$ cat src/logic/cpu_pkg.sv
package cpu_pkg;

	typedef logic [31:0] word_t;
	typedef logic [3:0] reg_addr_t;
	typedef logic [11:0] alu_select_t;

	// Datapath sizing
	localparam int num_regs = 16;
	localparam word_t pc_step = 32'd4;
	localparam int word_bytes = 4;

	// Bit positions in the one-hot ALU select
	localparam int alu_sel_add = 0;
	localparam int alu_sel_sub = 1;
	localparam int alu_sel_shr = 2;
	localparam int alu_sel_shl = 3;
	localparam int alu_sel_ror = 4;
	localparam int alu_sel_rol = 5;
	localparam int alu_sel_and = 6;
	localparam int alu_sel_or = 7;
	localparam int alu_sel_mul = 8;
	localparam int alu_sel_div = 9;
	localparam int alu_sel_neg = 10;
	localparam int alu_sel_not = 11;

	// Strobes from the outside controller, one transfer per clock
	typedef struct packed {
		logic ir_en;
		// PC sources
		logic pc_increment;
		logic pc_in_alu;
		logic pc_in_rf_a;
		// MA sources
		logic ma_in_pc;
		logic ma_in_alu;
		// MD sources
		logic md_in_memory;
		logic md_in_rf_b;
		// ALU operand sources
		logic alu_a_in_rf;
		logic alu_a_in_pc;
		logic alu_b_in_rf;
		logic alu_b_in_constant;
		logic hi_en;
		logic lo_en;
		// Register file write sources
		logic rf_in_alu;
		logic rf_in_hi;
		logic rf_in_lo;
		logic rf_in_md;
		logic mem_write;
	} datapath_ctrl_t;

	// Two read ports and the write port
	typedef struct packed {
		reg_addr_t a;
		reg_addr_t b;
		reg_addr_t z;
	} rf_addr_t;

endpackage

$ cat src/logic/register_file.sv
`timescale 1ns/10ps

module register_file
	import cpu_pkg::*;
(
	input logic clk,
	input logic reset,
	input datapath_ctrl_t ctrl,
	input rf_addr_t rf_addr,
	input word_t alu_z,
	input word_t hi,
	input word_t lo,
	input word_t md,
	output word_t rf_a,
	output word_t rf_b
);

	word_t regs [num_regs];
	word_t write_data;
	logic write_en;

	assign write_en = ctrl.rf_in_alu | ctrl.rf_in_hi | ctrl.rf_in_lo | ctrl.rf_in_md;

	always_comb begin
		case ({ctrl.rf_in_alu, ctrl.rf_in_hi, ctrl.rf_in_lo, ctrl.rf_in_md})
			4'b1000: write_data = alu_z;
			4'b0100: write_data = hi;
			4'b0010: write_data = lo;
			4'b0001: write_data = md;
			default: write_data = '0;
		endcase
	end

	// r0 reads as zero
	assign rf_a = (rf_addr.a == '0) ? '0 : regs[rf_addr.a];
	assign rf_b = (rf_addr.b == '0) ? '0 : regs[rf_addr.b];

	always_ff @(posedge clk) begin
		if (reset) begin
			for (int i = 0; i < num_regs; i++) begin
				regs[i] <= '0;
			end
		end else if (write_en && rf_addr.z != '0) begin
			regs[rf_addr.z] <= write_data;
		end
	end

endmodule

$ cat config.mk
export PLATFORM = sky130hd
export DESIGN_NAME = register_file
export DESIGN_NICKNAME = d
export VERILOG_FILES = /design/src/logic/cpu_pkg.sv /design/src/logic/register_file.sv
export SDC_FILE = /design/constraint.sdc
export NUM_CORES = 1
export LEC_CHECK = 0
export BUFFER_PORTS_ARGS = -buffer_cell sky130_fd_sc_hd__buf_4
export CAP_MARGIN = 10
export CORE_MARGIN = 1.5
export CORE_UTILIZATION = 61
export DETAILED_ROUTE_END_ITERATION = 10
export PLACE_DENSITY = 0.81
export SLEW_MARGIN = 10
export SYNTH_ARGS = -nofsm -noshare
export SYNTH_HDL_FRONTEND = slang
export SYNTH_SLANG_ARGS = --single-unit
$ cat constraint.sdc
create_clock -name clk -period 8.7 [get_ports clk]
set_clock_uncertainty 0.2 [all_clocks]
set_input_delay 1.74 -clock clk [delete_from_list [all_inputs] [get_ports clk]]
set_output_delay 1.74 -clock clk [all_outputs]
set_load 0.02 [all_outputs]
# Word level (Yosys, flattened, before mapping)
# Memories as Yosys holds them, arrays and structs flattened.
# Index checks and enable logic that the tools add are counted.
[word_totals]
mem_bits_rw = 512
regBits = 0
output_inout_bits = 64
memories = 1
word_cells = 24
in_bits = 161
[op_classes]
bitwise = 3
mux = 11
eq_ne = 4
n_reduce_logical = 5
[mem_list]
columns = ["name", "depth", "width", "rd", "rd_ports_with_merged_regs", "wr", "line_no", "text"]
rows = [
  ["regs", 16, 32, 2, 0, 16, "register_file.sv:18", "word_t regs [num_regs];"],
]
[ops]
columns = ["operator", "n"]
rows = [
  ["one-hot mux 32 bit (4 select lines)", 1],
  ["2-to-1 mux 32 bit", 3],
  ["OR reduction 32 bit", 1],
  ["zero test 4 bit", 2],
  ["2-to-1 mux 1 bit", 6],
  ["== test 4 x 1 -> 1 bit, second input constant", 1],
  ["== test 4 x 2 -> 1 bit, second input constant", 1],
  ["== test 4 x 3 -> 1 bit, second input constant", 1],
  ["== test 4 bit, second input constant", 1],
  ["2-to-1 mux 4 bit", 1],
  ["nonzero test 4 bit", 1],
  ["OR 1 bit", 3],
  ["logical AND 1 bit", 1],
]

# Longest topological paths before layout
[depth]
word_depth = 9
ltp_mapped = 7
ltp_nobuf = 4

# Worst setup path after synthesis
# No wires, ideal clock.
[synth_path]
path_kind = "input-to-output"
from = "input port rf_addr[9] (netlist bit)"
to = "output port rf_a[31]"
path_stages = 5
path_slack_ns = 3.364
n_path_buf = 3
required_time_ns = 6.760
t_arrival_ns = 3.396
path_cell_list = "clkbuf_1 clkbuf_1 buf_2 mux4_2 mux2i_1"
[synth_between]
elab_chain_cells = 2
word_cells_on_any_way = 3
classes_between = "1 x mux; 1 x reduce/logical; 1 x memory"
[synth_rtl]
columns = ["item", "line_no", "text"]
rows = [
  ["start, declared", "register_file.sv:9", "input rf_addr_t rf_addr,"],
  ["memory (16 x 32 bit) or zero test 4 bit (tied branches)", "n/a", ""],
  ["2-to-1 mux 32 bit (*)", "register_file.sv:35", "assign rf_a = (rf_addr.a == '0) ? '0 : regs[rf_addr.a];"],
  ["end, declared", "register_file.sv:14", "output word_t rf_a,"],
]
# Mark *: on every way between the ends. The rest lies on a longest branch, timed or not.

# Worst setup path after layout
[layout_path]
from = "input port rf_addr[9] (netlist bit)"
to = "output port rf_a[20]"
# The elaborated chain is that of the path after synthesis.

==> reports/metrics.csv <==
stage,metric,value,unit
timing,finalHoldViolations,0,
synth,synth_top_area_share,57.2,%
detailed_routing,drc,0,
cts,cts_setup_buffers,0,
cts,cts-root-buf,clkbuf_16,
cts,htree_num_levels,2,
run,cap_violations,0,
synth,ys_ff_latch,480,
pwr,power_density,196,nW/um^2
timing,finalMaxSlewViolations,0,
floorplanning,fp-row-count,74,
timing,fmaxAchievable,0.147,GHz
floorplanning,io_pins,225,
synth,synthArstFlopShare,0,%
cts,clk_pin_slew,60,ps
cts,numCtsBuffers,50,
detailed_routing,drt_iter0_markers,3009,
final_layout,regMostFlops,regs,
grt,grtUsageTotal,37.8,%
worst_setup_path,worst-path-max-fanout,70,
synth,yosys-top-cells-count,"502 x nor2_1, 480 x edfxtp_1, 193 x mux2i_1",
cts,ctsResizeCount,0,
synth,yosysWarnings,0,
detailed_routing,drt_wl_total,80600,um
detailed_routing,first_pass_iters,9,
synth,synth.distinct_cells,30,
outcome,status,"finished, final reports clean",
placement,dpl.hpwl,43900,um
pwr,vdd_drop_max,0.000165,V
placement,numPortBuffers,209,
detailed_routing,vias,18900,
detailed_routing,wl_per_cell,30.8,um
floorplanning,initial_core_util,61.8,%
final_layout,fill_cells,2683,
floorplanning,fp.dieH,206,um
pwr,finalPower,5.62,mW
grt,antenna_found_initial,0,
floorplanning,die-area,42500,sq um
synth,synthFlopType,edfxtp_1,
placement,place_congestion,0.830,
worst_setup_path,crit_type,primary input to output port,
floorplanning,die_w,206,um
worst_setup_path,cp.arrival,4850,ps
synth,synth_area,25200,sq um
timing,setup_viol,0,
synth,avgSynthCellArea,13.2,sq um
worst_setup_path,required,6760,ps
final_layout,nets,2210,
cts,cts.path.max_buffers,3,
final_layout,layout-drive-gt1-share,27.8,%
synth,syn_nets,2074,
final_layout,fin_util,70.4,%
worst_setup_path,crit_path_end,rf_a[20],
final_layout,largest_register_ffs,480,
cts,ctsHoldBuffers,0,
timing,slew_headroom,8.91,%
grt,grtUsageMet3,8.99,%
grt,grt_use_met1,46.7,%
synth,syn_inst,1913,
final_layout,area_growth,13.9,%
timing,period_share,78.0,%
worst_setup_path,cp-startpoint,rf_addr[9],
grt,grt_overflow,0,
synth,synth_edf_count,480,
final_layout,largestRegisters,regs: 480 flops,
timing,rsz0062_at_grt,false,
worst_setup_path,worst_setup_path_start_kind,primary input,
detailed_routing,antenna_left,0,
cts,cts.sinks,480,
worst_setup_path,endpoint_kind,output port,
floorplanning,core,40700,sq um
grt,grt_pass1_vias,19100,
grt,use_met2,60.3,%
grt,grt_busiest_layer,met2,
timing,whs,1490,ps
final_layout,antenna_cells,0,
min_path,min_path_type,primary input to flop,
synth,synth_largest_area_cell,edfxtp_1,
synth,yosysSeqAreaShare,57.2,%
timing,worst_slew_pin_slew,1370,ps
grt,grt_start_max_net_pins,84,
grt,grt_first_pass_wirelength,115000,um
synth,synthMostInstantiatedCell,nor2_1,
pwr,p_leak,9.87,nW
timing,fin_crit,6790,ps
timing,finalSetupTns,0,ps
synth,synthTopCellsByArea,"edfxtp_1 57%, mux4_2 12%, mux2i_1 7.7%",
detailed_routing,via_per_inst,7.22,
cts,cts_tree,done,
[worst min-delay path by stage]
stage | start | endpoint | cells after the start
2_1_floorplan | hi[18] | regs[14][18] | 2
3_3_place_gp | hi[27] | regs[15][27] | 4
3_5_place_dp | hi[27] | regs[6][27] | 4
4_1_cts | hi[27] | regs[4][27] | 4
5_1_grt | hi[24] | regs[5][24] | 4
6_report | hi[27] | regs[4][27] | 4
[metal layers]
metal	share of wire, %	wire (um)
met5	0	0
met3	15	11700
met2	47	37700
met4	6.8	5480
met1	32	25700
[cell usage in the layout (no fill, tap or decap), types with 10 or more instances in the layout]
master and instances:
a22oi_1 31, a222oi_1 32, clkbuf_1 10, nor2_1 501, mux2_2 32, mux2i_1 193, a21oi_1 65, clkinv_1 12
a22o_1 32, a2111oi_0 30, clkinv_2 10, nand2b_2 15, nor2_2 40, a221o_1 31, buf_4 278, clkbuf_16 53
o22ai_1 60, edfxtp_1 480, nand2_1 15, mux4_2 131
[final cells by class]
cell class | instances | area, sq um | share of cell area, %
multi-input cells | 1235 | 9920 | 34.6
flip-flops and latches | 480 | 14400 | 50.3
clock buffers | 63 | 1360 | 4.75
well taps | 532 | 666 | 2.32
clock inverters | 26 | 171 | 0.598
repair buffers | 282 | 2140 | 7.48
[metrics by stage]
stage,cell area (sq um),std cells,setup slack [ps]
3_3_place_gp,27100,2529,2170
6_report,28700,2618,1910
4_1_cts,28700,2618,2000
3_5_place_dp,27100,2529,2170
5_1_grt,28700,2618,1810
2_1_floorplan,25200,1913,3360
[kinds of logic after synthesis]
kind of cell    count (synthesis)  synth area share, %
buf+inv                       198                 3.77
compound gates                283                 8.42
simple gates                  596                 9.74
mux                           356                 20.8
flops                         480                 57.2
[critical path, stage by stage]
cell	delay (ps)
buf_8	530
buf_4	700
mux2i_1	280
o22ai_1	100
a2111oi_0	980
nor2_1	160
buf_4	220
[power by group]
| group | switching, mW | internal, mW |
|---|---|---|
| clock | 0.882 | 1.16 |
| sequential | 0.0740 | 2.69 |
| combinational | 0.479 | 0.340 |
| total | 1.43 | 4.18 |
Power figures use the tool's default switching activity.
