--- src/logic/cpu_pkg.sv ---
package cpu_pkg;

	typedef logic [31:0] word_t;
	typedef logic [3:0] reg_addr_t;
	typedef logic [11:0] alu_select_t;

	// Datapath sizing
	localparam int num_regs = 16;
	localparam word_t pc_step = 32'd4;
	localparam int word_bytes = 4;

	// Bit positions in the one-hot ALU select
	localparam int alu_sel_add = 0;
	localparam int alu_sel_sub = 1;
	localparam int alu_sel_shr = 2;
	localparam int alu_sel_shl = 3;
	localparam int alu_sel_ror = 4;
	localparam int alu_sel_rol = 5;
	localparam int alu_sel_and = 6;
	localparam int alu_sel_or = 7;
	localparam int alu_sel_mul = 8;
	localparam int alu_sel_div = 9;
	localparam int alu_sel_neg = 10;
	localparam int alu_sel_not = 11;

	// Strobes from the outside controller, one transfer per clock
	typedef struct packed {
		logic ir_en;
		// PC sources
		logic pc_increment;
		logic pc_in_alu;
		logic pc_in_rf_a;
		// MA sources
		logic ma_in_pc;
		logic ma_in_alu;
		// MD sources
		logic md_in_memory;
		logic md_in_rf_b;
		// ALU operand sources
		logic alu_a_in_rf;
		logic alu_a_in_pc;
		logic alu_b_in_rf;
		logic alu_b_in_constant;
		logic hi_en;
		logic lo_en;
		// Register file write sources
		logic rf_in_alu;
		logic rf_in_hi;
		logic rf_in_lo;
		logic rf_in_md;
		logic mem_write;
	} datapath_ctrl_t;

	// Two read ports and the write port
	typedef struct packed {
		reg_addr_t a;
		reg_addr_t b;
		reg_addr_t z;
	} rf_addr_t;

endpackage

--- src/logic/pc_unit.sv ---
`timescale 1ns/10ps

module pc_unit
	import cpu_pkg::*;
(
	input logic clk,
	input logic reset,
	input datapath_ctrl_t ctrl,
	input word_t alu_z,
	input word_t rf_a,
	output word_t pc
);

	word_t pc_next;
	logic pc_load;

	// Any PC strobe loads, none holds
	assign pc_load = ctrl.pc_increment | ctrl.pc_in_alu | ctrl.pc_in_rf_a;

	// Conflicting strobes load zero
	always_comb begin
		case ({ctrl.pc_increment, ctrl.pc_in_alu, ctrl.pc_in_rf_a})
			3'b100: pc_next = pc + pc_step;
			3'b010: pc_next = alu_z;
			3'b001: pc_next = rf_a;
			default: pc_next = '0;
		endcase
	end

	always_ff @(posedge clk) begin
		if (reset) begin
			pc <= '0;
		end else if (pc_load) begin
			pc <= pc_next;
		end
	end

endmodule

--- config.mk ---
export PLATFORM = sky130hd
export DESIGN_NAME = pc_unit
export DESIGN_NICKNAME = d
export VERILOG_FILES = /design/src/logic/cpu_pkg.sv /design/src/logic/pc_unit.sv
export SDC_FILE = /design/constraint.sdc
export NUM_CORES = 1
export LEC_CHECK = 0
export BUFFER_PORTS_ARGS = -buffer_cell sky130_fd_sc_hd__buf_2
export CAP_MARGIN = 20
export CORE_UTILIZATION = 40
export CTS_CLUSTER_SIZE = 8
export DETAILED_ROUTE_END_ITERATION = 6
export PLACE_DENSITY = 0.8
export REMOVE_ABC_BUFFERS = 1
export SLEW_MARGIN = 25
export SYNTH_ARGS = -nofsm -noshare
export SYNTH_HDL_FRONTEND = slang
export SYNTH_SLANG_ARGS = --single-unit
--- constraint.sdc ---
create_clock -name clk -period 2.45 [get_ports clk]
set_input_delay 0.1225 -clock clk [delete_from_list [all_inputs] [get_ports clk]]
set_output_delay 0.1225 -clock clk [all_outputs]
set_load 0.02 [all_outputs]
=== Word level (Yosys, flattened, before mapping) ===
Index checks and enable logic that the tools add are counted.

* Bitwise operators: 2
* Muxes and demuxes: 1
* Equal/unequal tests: 3
* $add $sub $neg: 1

{| class="wikitable"
|+ Operators with widths
! kind !! number
|-
| one-hot mux 32 bit (3 select lines) || 1
|-
| adder 32 x 3 -> 32 bit (second input constant) || 1
|-
| == test 3 x 1 -> 1 bit (second input constant) || 1
|-
| == test 3 x 2 -> 1 bit (second input constant) || 1
|-
| == test 3 bit (second input constant) || 1
|-
| OR 1 bit || 2
|}

* Flip-flop bits (word level): 32
* Word-level logic and storage cells: 8
* Output and inout port bits: 32
* Input port bits: 85

=== Depth between registers and ports, before layout ===
* Depth after elaboration: 2
* Gate-level depth with buffers: 7
* Gate-level depth less buffers: 5

=== Worst setup path after synthesis ===
OpenSTA, ideal clock, no wires.

* Path kind: register to register
* Start: reg pc[2]
* End: reg pc[30]
* Period minus slack after synthesis: 2.101 ns
* Library setup time: 0.079 ns
* Slack: 0.349 ns
* Path buffers: 1
* Arrival time: 2.022 ns
* Stages on the path, launching flop included: 7
* Required time: 2.371 ns
* Cell sequence: dfxtp_1 -> ha_1 -> nand4_1 -> or4_1 -> buf_2 -> or4b_1 -> o211ai_1

* Longest elaborated chain between the ends: 2

{| class="wikitable"
|+ Ends and longest elaborated chain
! item !! line !! text
|-
| start: declaration || pc_unit.sv:11 || <nowiki>output word_t pc</nowiki>
|-
| start signal: assignment || pc_unit.sv:34 || <nowiki>pc <= pc_next;</nowiki>
|-
| adder 32 x 3 -> 32 bit || pc_unit.sv:23 || <nowiki>3'b100: pc_next = pc + pc_step;</nowiki>
|-
| one-hot mux 32 bit (3 select lines) || pc_unit.sv:22 || <nowiki>case ({ctrl.pc_increment, ctrl.pc_in_alu, ctrl.pc_in_rf_a})</nowiki>
|}

Every way passes these cells.
A chain may end at the register's enable or synchronous reset.

=== Worst setup path after layout ===
* Start: reg pc[3]
* End: reg pc[30]

The elaborated chain is that of the path after synthesis.

==> impl_metrics.env <==
export IMPL_switching_share=0.3021
export IMPL_avgSynthCellArea_um2=7.725
export IMPL_layout_top_registers="pc (32)"
export IMPL_setup_worst_path_end_class="flop"
export IMPL_cts_sinks=32
export IMPL_crit_path_max_fo=9
export IMPL_detail_route_iter0_violations=207
export IMPL_worst_r2r_cell_count=5
export IMPL_post_cts_resized_instances=0
export IMPL_cts_clk_slew_worst_paths_ns=0.07
export IMPL_synthCells=299
export IMPL_number_of_antenna_violations_at_the_first_check_in_global_routing=1
export IMPL_net_switching_power_uw=384.5
export IMPL_drt_total_wl_um=7316
export IMPL_type_of_origin_of_the_critical_path="flop"
export IMPL_maxCapViolCount=0
export IMPL_cp_arrival_ns=2.41
export IMPL_whs_ns=0.1169
export IMPL_drtAntennaViolNets=0
export IMPL_slew_worst_pin_ns=0.7350
export IMPL_io_buffers=100
export IMPL_layout_drive_gt1_share=0.3483
export IMPL_ff_latch_area_um2=640.6
export IMPL_critical_path_n_buffers_inverters=0
export IMPL_route_detailed_drc=0
export IMPL_critical_path_top_delay_family="simple AND/OR/NAND/NOR gates"
export IMPL_hold_buffers=0
export IMPL_num_nets_final=487
export IMPL_cts_tree="yes"
export IMPL_ir_drop_mv=0.2356
export IMPL_drt_pass1_iterations=5
export IMPL_die_width_um=77.99
export IMPL_avgRoutedWirePerCell_um=15.43
export IMPL_whs_path_depth=3
export IMPL_power_share_combinational=0.207
export IMPL_max_slew_violation_total_from_the_final_report=0
export IMPL_synth_async_sr_flop_share=0
export IMPL_grt_ovfl_total=0
export IMPL_report_power_total_mw=1.273
export IMPL_synth_ff_latch_count=32
export IMPL_place_congestion=0.8877
export IMPL_crit_slowest_cell="sky130_fd_sc_hd__or4_1"
export IMPL_timing_critical_path_slowest_cell_delay_ns=0.61
export IMPL_grt_setup_unrepaired="no"
export IMPL_postSynth_topFlopCell="sky130_fd_sc_hd__dfxtp_1"
export IMPL_regMostFlops="pc"
export IMPL_path_cells="ha_1, nand4_1, or4_1, or4b_1, o211ai_1"
export IMPL_max_clock_freq_mhz=455.8
export IMPL_hold_viol_final=0
export IMPL_core_rowCount=27
export IMPL_outcome="finished, final reports clean"
export IMPL_clock_insertion_delay_worst_skew_ns=0.29
export IMPL_starting_density=0.4169
export IMPL_seq_power_share=0.449
export IMPL_post_drt_via_cell_ratio=5.886
export IMPL_antennaDiodeCount=0
export IMPL_areaGrowthSynthToFinish_pct=32.07
export IMPL_setup_tns_ns=0
export IMPL_synthDistinctLibCells=43
export IMPL_timing_final_crit_period_ns=2.194
export IMPL_timing_final_setup_violations=0
export IMPL_tritoncts_num_buffers=5
export IMPL_mappedNetlistArea_um2=2310
export IMPL_ios=117
export IMPL_synth_edff_count=0
export IMPL_grt_pass1_wl_um=12550
export IMPL_power_per_cell_area_nw_per_um2=417.2
export IMPL_die_area_um2=6082
export IMPL_core_um2=5540
export IMPL_die_h_um=77.99
export IMPL_first_global_vias=2667
export IMPL_path_depth=5
export IMPL_p_int_uw=888.2
export IMPL_clk_root_buffer_cell="sky130_fd_sc_hd__clkbuf_8"
export IMPL_routed_via_count=2790
export IMPL_ys_warnings_count=0
export IMPL_critical_path_class="flop to flop"
export IMPL_gr_usage_all_layers=0.2589
export IMPL_layout_filler_cells=545
export IMPL_place_detailed_hpwl_um=5374
export IMPL_relSlewSlack=0.5078
export IMPL_multi_input_area_um2=1562
export IMPL_cts_setup_buffers=0
export IMPL_skew_ns=0.006952
export IMPL_synth_sequential_area_ratio=0.2774
export IMPL_pin_count_of_the_biggest_net_entering_global_routing=24
export IMPL_power_leakage_nw=1.282
export IMPL_p_clk_frac=0.345
export IMPL_fin_crit_sh=0.8955
export IMPL_clk_path_buf_depth=2
export IMPL_h_tree_depth=2
export IMPL_worstPathRequired_ns=2.67
export IMPL_largest_reg_flops=32
export IMPL_hp_class="input port to flop"
==> cells in the mapped netlist, types with 3 or more instances <==
| master | n | area [µm²] |
|---|---|---|
| sky130_fd_sc_hd__nand4_1 | 11 | 68.82 |
| sky130_fd_sc_hd__o211ai_1 | 13 | 97.59 |
| sky130_fd_sc_hd__or2_2 | 5 | 31.28 |
| sky130_fd_sc_hd__nor4_1 | 6 | 37.54 |
| sky130_fd_sc_hd__or4b_1 | 4 | 40.04 |
| sky130_fd_sc_hd__o311ai_0 | 5 | 43.79 |
| sky130_fd_sc_hd__or4_1 | 5 | 37.54 |
| sky130_fd_sc_hd__and3_1 | 3 | 18.77 |
| sky130_fd_sc_hd__clkbuf_1 | 19 | 71.32 |
| sky130_fd_sc_hd__dfxtp_1 | 32 | 640.6 |
| sky130_fd_sc_hd__a2bb2oi_1 | 4 | 35.03 |
| sky130_fd_sc_hd__nor3_1 | 9 | 45.04 |
| sky130_fd_sc_hd__a21oi_1 | 18 | 90.09 |
| sky130_fd_sc_hd__buf_2 | 4 | 20.02 |
| sky130_fd_sc_hd__o22ai_1 | 10 | 62.56 |
| sky130_fd_sc_hd__a22oi_1 | 14 | 105.1 |
| sky130_fd_sc_hd__o2bb2ai_1 | 3 | 26.28 |
| sky130_fd_sc_hd__nand3_1 | 15 | 75.07 |
| sky130_fd_sc_hd__nand2_1 | 17 | 63.81 |
| sky130_fd_sc_hd__nor2_1 | 36 | 135.1 |
| sky130_fd_sc_hd__mux2i_1 | 20 | 200.2 |
| sky130_fd_sc_hd__buf_1 | 3 | 11.26 |
| sky130_fd_sc_hd__xnor2_1 | 12 | 105.1 |
==> kinds of logic after synthesis <==
group	after synthesis	share of synthesized area
AO/OA/AOI/OAI	79	0.2389
adder cells (fa/ha/maj)	1	0.005416
AND/OR/NAND/NOR	126	0.2947
XOR/XNOR	13	0.04930
multiplexers	20	0.08667
flip-flops	32	0.2774
buffers and inverters	28	0.04767
==> final timing paths <==
| path | start | to | slack [ns] |
|---|---|---|---|
| max reg2reg | pc[3] | pc[30] | 0.26 |
| min reg2reg | pc[0] | pc[0] | 0.51 |
| max | pc[3] | pc[30] | 0.26 |
| min | rf_a[10] | pc[10] | 0.12 |
==> per-stage QoR <==
step / util / setup slack [ns] / instances / cell area [µm²]
after global routing: 0.5506 / 0.1209 / 474 / 3050
after floorplan: - / 0.2272 / 273 / 2207
after global placement: 0.5339 / 0.3354 / 466 / 2958
final: 0.5506 / 0.2561 / 474 / 3050
after detailed placement: 0.5339 / 0.2705 / 466 / 2958
after CTS: 0.5506 / 0.2641 / 474 / 3050
==> metal layers <==
| layer | GRT usage | vias up | wire, µm |
|---|---|---|---|
| li1 | - | 1354 | - |
| met1 | 0.3210 | 1295 | 3138 |
| met2 | 0.4283 | 129 | 3433 |
| met3 | 0.07059 | 12 | 619 |
| met4 | 0.09259 | 0 | 125 |
| met5 | 0 | - | 0 |
==> layout by cell type, fill, tap and decap left out, types with 3 or more instances in the layout <==
cell type                   instances
sky130_fd_sc_hd__buf_2            100
sky130_fd_sc_hd__nor2_1            36
sky130_fd_sc_hd__dfxtp_1           32
sky130_fd_sc_hd__buf_4             21
sky130_fd_sc_hd__mux2i_1           20
sky130_fd_sc_hd__a21oi_1           18
sky130_fd_sc_hd__nand2_1           17
sky130_fd_sc_hd__nand3_1           15
sky130_fd_sc_hd__a22oi_1           14
sky130_fd_sc_hd__o211ai_1          13
sky130_fd_sc_hd__xnor2_1           12
sky130_fd_sc_hd__nand4_1           11
sky130_fd_sc_hd__o22ai_1           10
sky130_fd_sc_hd__nor3_1             9
sky130_fd_sc_hd__nor4_1             6
sky130_fd_sc_hd__clkbuf_8           6
sky130_fd_sc_hd__or2_2              5
sky130_fd_sc_hd__o311ai_0           5
sky130_fd_sc_hd__or4_1              5
sky130_fd_sc_hd__or4b_1             4
sky130_fd_sc_hd__a2bb2oi_1          4
sky130_fd_sc_hd__and3_1             3
sky130_fd_sc_hd__o2bb2ai_1          3
==> worst reg2reg max path, stage by stage, from the launching register on <==
cell and delay, ns:
sky130_fd_sc_hd__dfxtp_1 0.41, sky130_fd_sc_hd__ha_1 0.30, sky130_fd_sc_hd__nand4_1 0.12, sky130_fd_sc_hd__or4_1 0.61
sky130_fd_sc_hd__or4b_1 0.59, sky130_fd_sc_hd__o211ai_1 0.10
==> power groups by stage <==
stage	Sequential, mW	Clock, mW	Combinational [mW]
after CTS	0.570	0.440	0.264
after global placement	0.580	0	0.258
after floorplan	0.604	0	0.0984
after detailed placement	0.582	0	0.263
after global routing	0.575	0.459	0.290
final	0.571	0.439	0.263
==> layout make-up <==
type | instances | share of cell area
multi-input cells | 239 | 0.5119
repair buffers | 121 | 0.2158
clock buffers | 6 | 0.02707
well taps | 72 | 0.02953
clock inverters | 2 | 0.003281
flip-flops and latches | 32 | 0.2100
inverters | 2 | 0.002461
Power figures use the tool's default switching activity.
